**config.mk**
```make
export PLATFORM = sky130hd
export DESIGN_NAME = fpga_core
export DESIGN_NICKNAME = d
export VERILOG_FILES = /design/src/fpga_core_pkg.sv /design/src/uart_rx.sv /design/src/byte_fifo.sv /design/src/uart_tx.sv /design/src/fpga_core.sv
export VERILOG_INCLUDE_DIRS = /design/src
export SDC_FILE = /design/constraint.sdc
export NUM_CORES = 1
export LEC_CHECK = 0
export ABC_AREA = 1
export BUFFER_PORTS_ARGS = -buffer_cell sky130_fd_sc_hd__buf_2
export CELL_PAD_IN_SITES_DETAIL_PLACEMENT = 0
export CELL_PAD_IN_SITES_GLOBAL_PLACEMENT = 1
export CORE_ASPECT_RATIO = 0.5
export CORE_MARGIN = 10
export CORE_UTILIZATION = 45
export DETAILED_ROUTE_END_ITERATION = 12
export GPL_TIMING_DRIVEN = 0
export HOLD_SLACK_MARGIN = 0.05
export PLACE_DENSITY_LB_ADDON = 0.1
export SLEW_MARGIN = 10
export SYNTH_ARGS = -nofsm -noshare
export SYNTH_HDL_FRONTEND = slang
export SYNTH_SLANG_ARGS = --single-unit
export TNS_END_PERCENT = 100
```
**constraint.sdc**
```tcl
create_clock -name clk -period 1.9 [get_ports clk]
set_input_delay 0.285 -clock clk [delete_from_list [all_inputs] [get_ports clk]]
set_output_delay 0.285 -clock clk [all_outputs]
set_load 0.02 [all_outputs]
```
**src/fpga_core_cfg.svh**
```systemverilog
// Build-time defaults for the board core, included by the RTL and the testbench.
`ifndef FPGA_CORE_CFG_SVH
`define FPGA_CORE_CFG_SVH

// Clock cycles per UART bit.
// 125 MHz system clock at 115200 baud.
`define FPGA_CORE_BIT_CYCLES 16'd1085

// Entries in the loopback byte queue.
// Must be a power of two.
`define FPGA_CORE_FIFO_DEPTH 16

// Address width of the byte queue.
// The queue pointers carry one extra wrap bit on top of this.
`define FPGA_CORE_FIFO_AW 4

`endif

```
**src/fpga_core_pkg.sv**
```systemverilog
// Shared types for the board core: data byte, queue pointer and UART state encodings.
`include "fpga_core_cfg.svh"

package fpga_core_pkg;

    // One serial data byte.
    typedef logic [7:0] uart_byte_t;

    // Queue pointer with a wrap bit so full and empty differ.
    typedef logic [`FPGA_CORE_FIFO_AW:0] fifo_ptr_t;

    // Receiver FSM.
    typedef enum logic [1:0] {
        RX_IDLE, RX_START, RX_DATA, RX_STOP
    } rx_state_t;

    // Transmitter FSM.
    typedef enum logic [1:0] {
        TX_IDLE, TX_START, TX_DATA, TX_STOP
    } tx_state_t;

endpackage

```
**src/uart_rx.sv**
```systemverilog
// 8N1 serial receiver; strobes each decoded byte and flags frames with a bad stop bit.
`timescale 1ns/1ps
`include "fpga_core_cfg.svh"

module uart_rx #(
    parameter int BIT_CYCLES = `FPGA_CORE_BIT_CYCLES
) (
    input  logic                      clk,
    input  logic                      rst_n,
    input  logic                      rxd,
    output fpga_core_pkg::uart_byte_t rx_data,
    output logic                      rx_valid,
    output logic                      busy,
    output logic                      frame_error
);

    localparam logic [15:0] BIT_LOAD  = 16'(BIT_CYCLES - 1);
    localparam logic [15:0] HALF_LOAD = 16'(BIT_CYCLES / 2 - 1);

    logic                      rxd_meta;
    logic                      rxd_sync;
    fpga_core_pkg::rx_state_t  state;
    logic [15:0]               bit_timer;
    logic [2:0]                bit_idx;
    logic                      bit_done;
    fpga_core_pkg::uart_byte_t shift_reg;

    // Two-flop synchronizer, parked high like an idle line.
    always_ff @(posedge clk or negedge rst_n) begin
        if (!rst_n) begin
            rxd_meta <= 1'b1;
            rxd_sync <= 1'b1;
        end else begin
            rxd_meta <= rxd;
            rxd_sync <= rxd_meta;
        end
    end

    assign bit_done = (bit_timer == 16'd0);

    always_ff @(posedge clk or negedge rst_n) begin
        if (!rst_n) begin
            state       <= fpga_core_pkg::RX_IDLE;
            bit_timer   <= 16'd0;
            bit_idx     <= 3'd0;
            rx_valid    <= 1'b0;
            frame_error <= 1'b0;
        end else begin
            rx_valid <= 1'b0;
            if (state != fpga_core_pkg::RX_IDLE && !bit_done) begin
                bit_timer <= bit_timer - 16'd1;
            end
            case (state)
                fpga_core_pkg::RX_IDLE: begin
                    // Start edge seen, aim for the middle of the start bit.
                    if (!rxd_sync) begin
                        state     <= fpga_core_pkg::RX_START;
                        bit_timer <= HALF_LOAD;
                    end
                end
                fpga_core_pkg::RX_START: begin
                    if (bit_done) begin
                        if (rxd_sync) begin
                            // Line went back high, treat it as a glitch.
                            state <= fpga_core_pkg::RX_IDLE;
                        end else begin
                            state     <= fpga_core_pkg::RX_DATA;
                            bit_timer <= BIT_LOAD;
                            bit_idx   <= 3'd0;
                        end
                    end
                end
                fpga_core_pkg::RX_DATA: begin
                    if (bit_done) begin
                        bit_timer <= BIT_LOAD;
                        if (bit_idx == 3'd7) begin
                            state <= fpga_core_pkg::RX_STOP;
                        end else begin
                            bit_idx <= bit_idx + 3'd1;
                        end
                    end
                end
                fpga_core_pkg::RX_STOP: begin
                    if (bit_done) begin
                        state <= fpga_core_pkg::RX_IDLE;
                        if (rxd_sync) begin
                            rx_valid <= 1'b1;
                        end else begin
                            frame_error <= 1'b1;
                        end
                    end
                end
                default: state <= fpga_core_pkg::RX_IDLE;
            endcase
        end
    end

    // Data bits arrive LSB first.
    always_ff @(posedge clk) begin
        if (state == fpga_core_pkg::RX_DATA && bit_done) begin
            shift_reg <= {rxd_sync, shift_reg[7:1]};
        end
    end

    assign rx_data = shift_reg;
    assign busy    = (state != fpga_core_pkg::RX_IDLE);

    // A frame ends either good or bad, never both.
    assert property (@(posedge clk) disable iff (!rst_n)
        !(rx_valid && $rose(frame_error)));

endmodule

```
**src/byte_fifo.sv**
```systemverilog
// Circular byte queue between receiver and transmitter; hands one byte at a time to an idle TX.
`timescale 1ns/1ps
`include "fpga_core_cfg.svh"

module byte_fifo #(
    // Must not exceed the configured queue address width.
    parameter int DEPTH_LOG2 = `FPGA_CORE_FIFO_AW
) (
    input  logic                      clk,
    input  logic                      rst_n,
    input  fpga_core_pkg::uart_byte_t wr_data,
    input  logic                      wr_valid,
    input  logic                      tx_busy,
    output fpga_core_pkg::uart_byte_t tx_data,
    output logic                      tx_valid
);

    localparam int DEPTH = 1 << DEPTH_LOG2;

    fpga_core_pkg::uart_byte_t mem [DEPTH];
    fpga_core_pkg::fifo_ptr_t  wr_ptr;
    fpga_core_pkg::fifo_ptr_t  rd_ptr;
    logic                      empty;
    logic                      full;
    logic                      release_byte;

    assign empty = (wr_ptr == rd_ptr);
    assign full  = (fpga_core_pkg::fifo_ptr_t'(wr_ptr - rd_ptr)
                    == fpga_core_pkg::fifo_ptr_t'(DEPTH));

    // The previous strobe blocks a second one before tx_busy rises.
    assign release_byte = !empty && !tx_busy && !tx_valid;

    always_ff @(posedge clk or negedge rst_n) begin
        if (!rst_n) begin
            wr_ptr   <= '0;
            rd_ptr   <= '0;
            tx_valid <= 1'b0;
        end else begin
            if (wr_valid) begin
                wr_ptr <= wr_ptr + fpga_core_pkg::fifo_ptr_t'(1);
            end
            if (release_byte) begin
                rd_ptr <= rd_ptr + fpga_core_pkg::fifo_ptr_t'(1);
            end
            tx_valid <= release_byte;
        end
    end

    // Storage and the outgoing byte.
    always_ff @(posedge clk) begin
        if (wr_valid) begin
            mem[wr_ptr[DEPTH_LOG2-1:0]] <= wr_data;
        end
        if (release_byte) begin
            tx_data <= mem[rd_ptr[DEPTH_LOG2-1:0]];
        end
    end

    // No back-pressure toward the receiver, so a full queue must never be written.
    assert property (@(posedge clk) disable iff (!rst_n)
        !(wr_valid && full));

    // The transmitter accepts each strobe and reports busy in the next cycle.
    assert property (@(posedge clk) disable iff (!rst_n)
        tx_valid |=> tx_busy);

endmodule

```
**src/uart_tx.sv**
```systemverilog
// 8N1 serial transmitter; sends one byte per input strobe and reports busy for the frame.
`timescale 1ns/1ps
`include "fpga_core_cfg.svh"

module uart_tx #(
    parameter int BIT_CYCLES = `FPGA_CORE_BIT_CYCLES
) (
    input  logic                      clk,
    input  logic                      rst_n,
    input  fpga_core_pkg::uart_byte_t tx_data,
    input  logic                      tx_valid,
    output logic                      txd,
    output logic                      busy
);

    localparam logic [15:0] BIT_LOAD = 16'(BIT_CYCLES - 1);

    fpga_core_pkg::tx_state_t  state;
    logic [15:0]               bit_timer;
    logic [2:0]                bit_idx;
    logic                      bit_done;
    fpga_core_pkg::uart_byte_t shift_reg;

    assign bit_done = (bit_timer == 16'd0);

    always_ff @(posedge clk or negedge rst_n) begin
        if (!rst_n) begin
            state     <= fpga_core_pkg::TX_IDLE;
            bit_timer <= 16'd0;
            bit_idx   <= 3'd0;
            txd       <= 1'b1;
            busy      <= 1'b0;
        end else begin
            if (state != fpga_core_pkg::TX_IDLE && !bit_done) begin
                bit_timer <= bit_timer - 16'd1;
            end
            case (state)
                fpga_core_pkg::TX_IDLE: begin
                    if (tx_valid) begin
                        state     <= fpga_core_pkg::TX_START;
                        bit_timer <= BIT_LOAD;
                        txd       <= 1'b0;
                        busy      <= 1'b1;
                    end
                end
                fpga_core_pkg::TX_START: begin
                    if (bit_done) begin
                        state     <= fpga_core_pkg::TX_DATA;
                        bit_timer <= BIT_LOAD;
                        bit_idx   <= 3'd0;
                        txd       <= shift_reg[0];
                    end
                end
                fpga_core_pkg::TX_DATA: begin
                    if (bit_done) begin
                        bit_timer <= BIT_LOAD;
                        if (bit_idx == 3'd7) begin
                            state <= fpga_core_pkg::TX_STOP;
                            txd   <= 1'b1;
                        end else begin
                            bit_idx <= bit_idx + 3'd1;
                            txd     <= shift_reg[1];
                        end
                    end
                end
                fpga_core_pkg::TX_STOP: begin
                    // Busy drops as the stop bit ends.
                    if (bit_done) begin
                        state <= fpga_core_pkg::TX_IDLE;
                        busy  <= 1'b0;
                    end
                end
                default: state <= fpga_core_pkg::TX_IDLE;
            endcase
        end
    end

    // Load on the strobe, then shift right as each data bit ends.
    always_ff @(posedge clk) begin
        if (state == fpga_core_pkg::TX_IDLE && tx_valid) begin
            shift_reg <= tx_data;
        end else if (state == fpga_core_pkg::TX_DATA && bit_done) begin
            shift_reg <= {1'b0, shift_reg[7:1]};
        end
    end

    // The queue only offers a byte to an idle transmitter.
    assert property (@(posedge clk) disable iff (!rst_n)
        tx_valid |-> !busy);

endmodule

```
**src/fpga_core.sv**
```systemverilog
// Board core logic: switches and buttons to LEDs, plus a UART byte loopback through a queue.
`timescale 1ns/1ps
`include "fpga_core_cfg.svh"

module fpga_core #(
    parameter int BIT_CYCLES = `FPGA_CORE_BIT_CYCLES
) (
    input  logic       clk,
    input  logic       rst_n,
    input  logic [3:0] btn,
    input  logic [3:0] sw,
    input  logic       uart_rxd,
    output logic       uart_txd,
    output logic       led0_r,
    output logic       led0_g,
    output logic       led0_b,
    output logic       led1_r,
    output logic       led1_g,
    output logic       led1_b,
    output logic       led2_r,
    output logic       led2_g,
    output logic       led2_b,
    output logic       led3_r,
    output logic       led3_g,
    output logic       led3_b,
    output logic       led4,
    output logic       led5,
    output logic       led6,
    output logic       led7
);

    fpga_core_pkg::uart_byte_t rx_data;
    fpga_core_pkg::uart_byte_t tx_data;
    logic                      rx_valid;
    logic                      rx_busy;
    logic                      rx_frame_error;
    logic                      tx_valid;
    logic                      tx_busy;

    // Queue depth and address width come from the same header.
    if ((1 << `FPGA_CORE_FIFO_AW) != `FPGA_CORE_FIFO_DEPTH) begin : g_depth_check
        $error("Queue depth does not match its address width.");
    end

    // GPIO straight to the LEDs.
    assign {led7, led6, led5, led4} = sw;
    assign {led3_g, led2_g, led1_g, led0_g} = btn;

    // Red LEDs show UART status; blue is unused.
    assign led0_r = rx_busy;
    assign led1_r = tx_busy;
    assign led2_r = rx_frame_error;
    assign led3_r = 1'b0;
    assign {led3_b, led2_b, led1_b, led0_b} = 4'b0000;

    uart_rx #(.BIT_CYCLES(BIT_CYCLES)) uart_rx_i (
        .clk         (clk),
        .rst_n       (rst_n),
        .rxd         (uart_rxd),
        .rx_data     (rx_data),
        .rx_valid    (rx_valid),
        .busy        (rx_busy),
        .frame_error (rx_frame_error)
    );

    byte_fifo #(.DEPTH_LOG2(`FPGA_CORE_FIFO_AW)) byte_fifo_i (
        .clk      (clk),
        .rst_n    (rst_n),
        .wr_data  (rx_data),
        .wr_valid (rx_valid),
        .tx_busy  (tx_busy),
        .tx_data  (tx_data),
        .tx_valid (tx_valid)
    );

    uart_tx #(.BIT_CYCLES(BIT_CYCLES)) uart_tx_i (
        .clk      (clk),
        .rst_n    (rst_n),
        .tx_data  (tx_data),
        .tx_valid (tx_valid),
        .txd      (uart_txd),
        .busy     (tx_busy)
    );

endmodule

```
==> results.sh, run 1 <==
export IMPL_synth_edff_count=152
export IMPL_seqCellArea_um2=6050
export IMPL_num_rows=38
export IMPL_routed_wl_um=22600
export IMPL_slew_violations=0
export IMPL_fin_area_um2=11300
export IMPL_critPathSlowestCell="dfrtp_2"
export IMPL_vias_per_cell=5.09
export IMPL_drv_cap=0
export IMPL_switchingPower_uw=1790
export IMPL_ys_warn_count=0
export IMPL_finalCritPeriodShare=0.982
export IMPL_drtIter0Drc=409
export IMPL_grt_usage=0.153
export IMPL_finalNonFillerCells=1279
export IMPL_synthAdderAreaFrac=0.0266
export IMPL_wl_per_cell_um=17.7
export IMPL_first_pass_iters=6
export IMPL_synth_compound_area_frac=0.0778
export IMPL_synth_ff_type="edfxtp_1"
export IMPL_start_kind="flip-flop"
export IMPL_final_cell_mix="157 x nand2_1, 152 x edfxtp_1, 130 x nor2_1"
export IMPL_pwr_share_clk=0.434
export IMPL_yosysUniqueCellTypes=47
export IMPL_finalSetupViolCount=0
export IMPL_fmax_ghz=0.536
export IMPL_h_tree_depth=1
export IMPL_critPathMaxFanout=10
export IMPL_post_dp_hpwl_um=14900
export IMPL_synth_top_family_by_area="simple AND/OR/NAND/NOR gates"
export IMPL_tns_ns=0
export IMPL_synth_avg_cell_area_um2=10.9
export IMPL_max_slew_margin=0.476
export IMPL_fill_cells=1950
export IMPL_placed_cell_area_um2=10400
export IMPL_dp_cells=1229
export IMPL_overflow=0
export IMPL_coreArea_um2=21600
export IMPL_largest_reg_flops=128
export IMPL_drcViolationCount=0
export IMPL_cp_end_kind="flip-flop"
export IMPL_preCtsSetupSlack_ns=-0.342
export IMPL_cts_root_buf="clkbuf_16"
export IMPL_rsz0062_at_grt="true"
export IMPL_synthSimpleGateAreaFrac=0.186
export IMPL_multi_input_area_um2=3530
export IMPL_layout_commonest_cell="nand2_1"
export IMPL_cts_buffer_depth=3
export IMPL_gp_congestion=0.794
export IMPL_portBuffers=14
export IMPL_ys_seq_area_frac=0.611
export IMPL_hp_class="in -> async"
export IMPL_critical_path_cell_chain="buf_8, buf_12, mux2i_1, o22ai_1, o211ai_1, nand3_1"
export IMPL_num_io_pins=28
export IMPL_syn_to_final_growth_pct=14.3
export IMPL_p_per_area_nw_per_um2=779
export IMPL_insertion_delay_ns=0.50
export IMPL_ys_ff_latch=211
export IMPL_grt_max_degree=54
export IMPL_antenna_found_initial=0
export IMPL_period_minus_slack_ns=1.87
export IMPL_synth_xor_area_frac=0.0328
export IMPL_switching_share=0.204
export IMPL_synth_async_reset_ratio=0.280
export IMPL_start_util=0.457
export IMPL_critical_path_max_stage_delay_ns=0.45
export IMPL_path_class="reg -> reg"
export IMPL_power_leakage_uw=0.00449
export IMPL_grt_first_pass_wirelength_um=35200
export IMPL_cp_data_required_time_ns=2.12
export IMPL_cp_arrival_ns=2.09
export IMPL_seq_power_share=0.556
export IMPL_die_y_um=125
export IMPL_cts_tree="built"
export IMPL_setup_slack_ns=0.0350
export IMPL_vdd_ir_drop_worst_mv=0.479
export IMPL_num_antenna_cells=0
export IMPL_dieArea_um2=28700
export IMPL_drive_gt1_frac=0.181
export IMPL_syn_inst=910
export IMPL_cts_buffers_inserted=20
export IMPL_p_int_uw=7010
export IMPL_clkTransAtPathRegs_ns=0.07
export IMPL_p_comb_frac=0.011
export IMPL_vias=6504
export IMPL_ant_nets=0
export IMPL_hold_viol_final=0
export IMPL_finalNetCount=997
export IMPL_worst_slew_pin_slew_ns=0.787
export IMPL_fp_dieW_um=230
export IMPL_status="complete, no violations"
export IMPL_grt_pass1_vias=6338
export IMPL_skew_ns=0.0160
export IMPL_synth_mux_area_frac=0.0180
export IMPL_cts_sinks=211
export IMPL_syn_area_um2=9890
area by class of cell:
class,instances,area share
Tap cell,300,0.0332
Timing Repair Buffer,29,0.0186
Clock buffer,29,0.0501
Buffer,39,0.0239
Clock inverter,7,0.00388
Multi-Input combinational cell,598,0.313
Sequential cell,211,0.535
Inverter,66,0.0225
path summary, 6_finish.rpt:
check	from	endpoint	slack, ns	depth (start not counted)
max in group asynchronous	rst_n	uart_rx_i.rxd_sync	1.16	3
max reg2reg	byte_fifo_i.rd_ptr[0]	byte_fifo_i.tx_data[2]	0.03	6
max	byte_fifo_i.rd_ptr[0]	byte_fifo_i.tx_data[2]	0.03	6
min in group clk	uart_rx_i.rxd_meta	uart_rx_i.rxd_sync	0.36	0
min reg2reg	uart_rx_i.rxd_meta	uart_rx_i.rxd_sync	0.36	0
min	rst_n	uart_tx_i.bit_timer[3]	0.16	2
critical path, delay by kind of cell (launching register included):
kind	cells	cell delay (ns)
and+or+nand+nor	1	0.13
muxes	1	0.23
buffers and inverters	2	0.29
DFF	1	0.45
AOI/OAI and AO/OA	2	0.49
through the flow:
stage	total power, uW	hold slack [ns]	utilization
2_1_floorplan	5030	-0.0106	-
3_3_place_gp	5070	0.347	0.478
3_5_place_dp	5080	0.117	0.480
4_1_cts	8880	0.151	0.514
5_1_grt	9030	0.157	0.522
6_report	8800	0.159	0.522
cells by family after synthesis:
| group | Yosys count |
|---|---|
| and+or+nand+nor | 401 |
| DFF | 211 |
| AOI/OAI and AO/OA | 117 |
| buffers and inverters | 105 |
| xor gates and xnor gates | 37 |
| adders and majority gates | 21 |
| muxes | 17 |
| other | 1 |
metal layers:
layer  wire length (um)  track usage  vias up
met2              10700        0.251      101
met4                308       0.0306        0
met1              10700        0.209     3159
met3                894       0.0255       22
met5                  0            0        -
li1                   -            -     3222
cell usage after synthesis (2+ instances only):
| library cell | number | area (um2) |
|---|---|---|
| nand2_1 | 158 | 593 |
| edfxtp_1 | 152 | 4560 |
| nor2_1 | 148 | 556 |
| inv_1 | 61 | 229 |
| dfrtp_1 | 56 | 1400 |
| o21ai_0 | 54 | 270 |
| nand3_1 | 42 | 210 |
| xor2_1 | 22 | 193 |
| ha_1 | 21 | 263 |
| o32ai_1 | 17 | 149 |
| buf_4 | 15 | 113 |
| xnor2_1 | 15 | 131 |
| o211ai_1 | 13 | 97.6 |
| mux2i_1 | 11 | 110 |
| clkbuf_1 | 10 | 37.5 |
| buf_2 | 9 | 45.0 |
| nor3_1 | 9 | 45.0 |
| nand2_4 | 8 | 90.1 |
| a211oi_1 | 7 | 52.6 |
| nand4_1 | 7 | 43.8 |
| nor2_2 | 7 | 43.8 |
| nor2_4 | 7 | 78.8 |
| o221ai_1 | 7 | 61.3 |
| a21oi_1 | 6 | 30.0 |
| mux2_2 | 6 | 67.6 |
| o22ai_1 | 6 | 37.5 |
| nand2_2 | 5 | 31.3 |
| buf_1 | 4 | 15.0 |
| clkinv_1 | 3 | 11.3 |
| dfstp_2 | 3 | 78.8 |
| a211oi_2 | 2 | 25.0 |
| inv_2 | 2 | 7.51 |
| nand3_4 | 2 | 35.0 |
| nor2_8 | 2 | 40.0 |
power by group through the flow:
| stage | registers [uW] | clock network, uW | logic (uW) |
|---|---|---|---|
| floorplan | 4990 | 0 | 43.2 |
| global placement | 4990 | 0 | 82.7 |
| detailed placement | 4990 | 0 | 92.1 |
| CTS | 4890 | 3890 | 95.6 |
| global route | 4890 | 4040 | 102 |
| finish | 4890 | 3820 | 93.1 |
what timing repair did:
action | CTS | global route
endpoints found under the hold margin | 57 | 0
setup buffers | 1 | 11
resized for setup | 36 | 41
pin swaps | 3 | 10
hold buffers | 2 | 0
endpoints found under the setup margin | 131 | 132
(Power assumes the default switching activity.)
==> inputs of run 2 (changes only) <==
--- a/config.mk
+++ b/config.mk
@@ -11,7 +11,7 @@
 export CELL_PAD_IN_SITES_DETAIL_PLACEMENT = 0
 export CELL_PAD_IN_SITES_GLOBAL_PLACEMENT = 1
 export CORE_ASPECT_RATIO = 0.5
-export CORE_MARGIN = 10
+export CORE_MARGIN = 2
 export CORE_UTILIZATION = 45
 export DETAILED_ROUTE_END_ITERATION = 12
 export GPL_TIMING_DRIVEN = 0
==> run 2 against run 1 <==
The run now ends with negative setup slack left. Clock skew down 0.0023 ns. Sequential share of layout area down 0.40 points. Critical endpoint is now byte_fifo_i.mem[10][3]. Utilization up 0.39 points. Clock-buffer cell count down 1. Critical path depth down 2. Fmax down 2.2%.
==> results.sh, run 2 (synthesis results as in run 1) <==
export IMPL_cp_data_required_time_ns=2.03
export IMPL_cts_tree="built"
export IMPL_skew_ns=0.0137
export IMPL_largest_reg_flops=128
export IMPL_tns_ns=-0.0311
export IMPL_fp_dieW_um=214
export IMPL_drcViolationCount=0
export IMPL_num_io_pins=28
export IMPL_critPathSlowestCell="nor2_1"
export IMPL_cp_arrival_ns=2.03
export IMPL_ant_nets=0
export IMPL_cts_sinks=211
export IMPL_worst_slew_pin_slew_ns=0.795
export IMPL_power_leakage_uw=0.00456
export IMPL_grt_first_pass_wirelength_um=34800
export IMPL_cp_startpoint="byte_fifo_i.wr_ptr[0]"
export IMPL_critPathMaxFanout=8
export IMPL_critPathBufInv=1
export IMPL_overflow=0
export IMPL_gp_congestion=0.790
export IMPL_first_pass_iters=4
export IMPL_r2r_start="byte_fifo_i.wr_ptr[0]"
export IMPL_hold_viol_final=0
export IMPL_max_slew_margin=0.468
export IMPL_finalNetCount=995
export IMPL_fmax_ghz=0.524
export IMPL_finalCritPeriodShare=1.00
export IMPL_finalPower_uw=9430
export IMPL_critical_path_max_stage_delay_ns=0.64
export IMPL_num_rows=38
export IMPL_slew_violations=0
export IMPL_period_minus_slack_ns=1.91
export IMPL_clkTransAtPathRegs_ns=0.07
export IMPL_post_dp_hpwl_um=14700
export IMPL_dieArea_um2=23200
export IMPL_r2r_cells=4
export IMPL_hp_class="in -> async"
export IMPL_syn_to_final_growth_pct=15.1
export IMPL_vias=6483
export IMPL_portBuffers=14
export IMPL_cp_top_family="simple AND/OR/NAND/NOR gates"
export IMPL_grt_pass1_vias=6275
export IMPL_die_y_um=109
export IMPL_status="finished, violations left"
export IMPL_vias_per_cell=5.08
export IMPL_num_antenna_cells=0
export IMPL_cts_buffers_inserted=21
export IMPL_p_per_area_nw_per_um2=829
export IMPL_rrSetupSlack_ns=-0.007
export IMPL_insertion_delay_ns=0.51
export IMPL_path_class="reg -> reg"
export IMPL_finalSetupViolCount=6
export IMPL_drive_gt1_frac=0.177
export IMPL_cts_root_buf="clkbuf_16"
export IMPL_regToRegEndpoint="byte_fifo_i.mem[10][3]"
export IMPL_final_cell_mix="155 x nand2_1, 152 x edfxtp_1, 135 x nor2_1"
export IMPL_vdd_ir_drop_worst_mv=0.535
export IMPL_critical_path_cell_chain="inv_1, ha_1, nand2_1, nor2_1"
export IMPL_h_tree_depth=1
export IMPL_cp_end_kind="flip-flop"
export IMPL_rsz0062_at_grt="true"
export IMPL_drtIter0Drc=455
export IMPL_cts_buffer_depth=3
export IMPL_routed_wl_um=22200
export IMPL_violations="negative setup slack"
export IMPL_wl_per_cell_um=17.4
export IMPL_drv_cap=0
export IMPL_start_kind="flip-flop"
export IMPL_setup_slack_ns=-0.00738
export IMPL_coreArea_um2=21600
export IMPL_layout_commonest_cell="nand2_1"
export IMPL_antenna_found_initial=0
export IMPL_grt_usage=0.198
export IMPL_start_util=0.457
export IMPL_grt_max_degree=58
[run 2: changes by cell type in the layout (fill, tap and decap cells not counted), moves of 3 or more]
cell / delta
bufinv_16: +4
buf_4: -3
nor2_2: -5
nor2_1: +5
[run 2: layer usage]
| metal | GRT usage | vias to the layer above | wire length, um | share of wire |
|---|---|---|---|---|
| met5 | 0 | - | 0 | 0 |
| li1 | - | 3211 | - | - |
| met1 | 0.283 | 3122 | 10700 | 0.48 |
| met4 | 0.0372 | 0 | 380 | 0.017 |
| met3 | 0.0374 | 28 | 965 | 0.043 |
| met2 | 0.318 | 122 | 10200 | 0.46 |
[run 2: final cells by class]
type,instances,area (um2)
Buffer,38,253
Multi-Input combinational cell,598,3520
Clock buffer,28,572
Tap cell,300,375
Timing Repair Buffer,27,208
Inverter,66,254
Sequential cell,211,6050
Fill cell,1959,10300
Clock inverter,9,159
[run 2: report_power, final]
part           switching (uW)  internal, uW
Combinational            56.1          33.9
Sequential               1.23          4890
Clock                    1770          2680
Total                    1830          7600
[run 2: per-stage QoR]
stage                     setup WS, ns  area [um2]  cells  hold slack, ns  utilization
final                         -0.00738       11400   1277           0.120        0.526
after global routing            -0.145       11400   1277           0.121        0.526
after CTS                      -0.0368       11200   1269           0.106        0.520
after detailed placement        -0.305       10400   1229          0.0941        0.480
after global placement          -0.316       10300   1228           0.346        0.478
after floorplan                  0.111        9900    914         -0.0106            -
[run 2: worst reg2reg max path, delay by kind of cell, from the launching register on]
family,cells,cell delay (ns)
fa+ha+maj,1,0.15
buf+inv,1,0.12
flops,1,0.48
simple gates,2,0.79
[run 2: what timing repair did]
item	4_1_cts	5_1_grt
pin swaps	3	7
hold buffers	2	0
buffers inserted	2	8
resized for setup	29	31
endpoints found under the setup margin	100	136
endpoints found under the hold margin	57	0
[run 2: how the worst max path moves through the flow]
stage                              to  slack (ns)  cells after the start
5_1_grt         byte_fifo_i.mem[9][6]       -0.14                      3
6_report       byte_fifo_i.mem[10][3]      -0.007                      4
2_1_floorplan  uart_tx_i.shift_reg[0]        0.11                      6
3_3_place_gp   byte_fifo_i.tx_data[5]       -0.32                      6
4_1_cts        byte_fifo_i.mem[13][1]       -0.04                      4
3_5_place_dp   byte_fifo_i.tx_data[5]       -0.30                      6
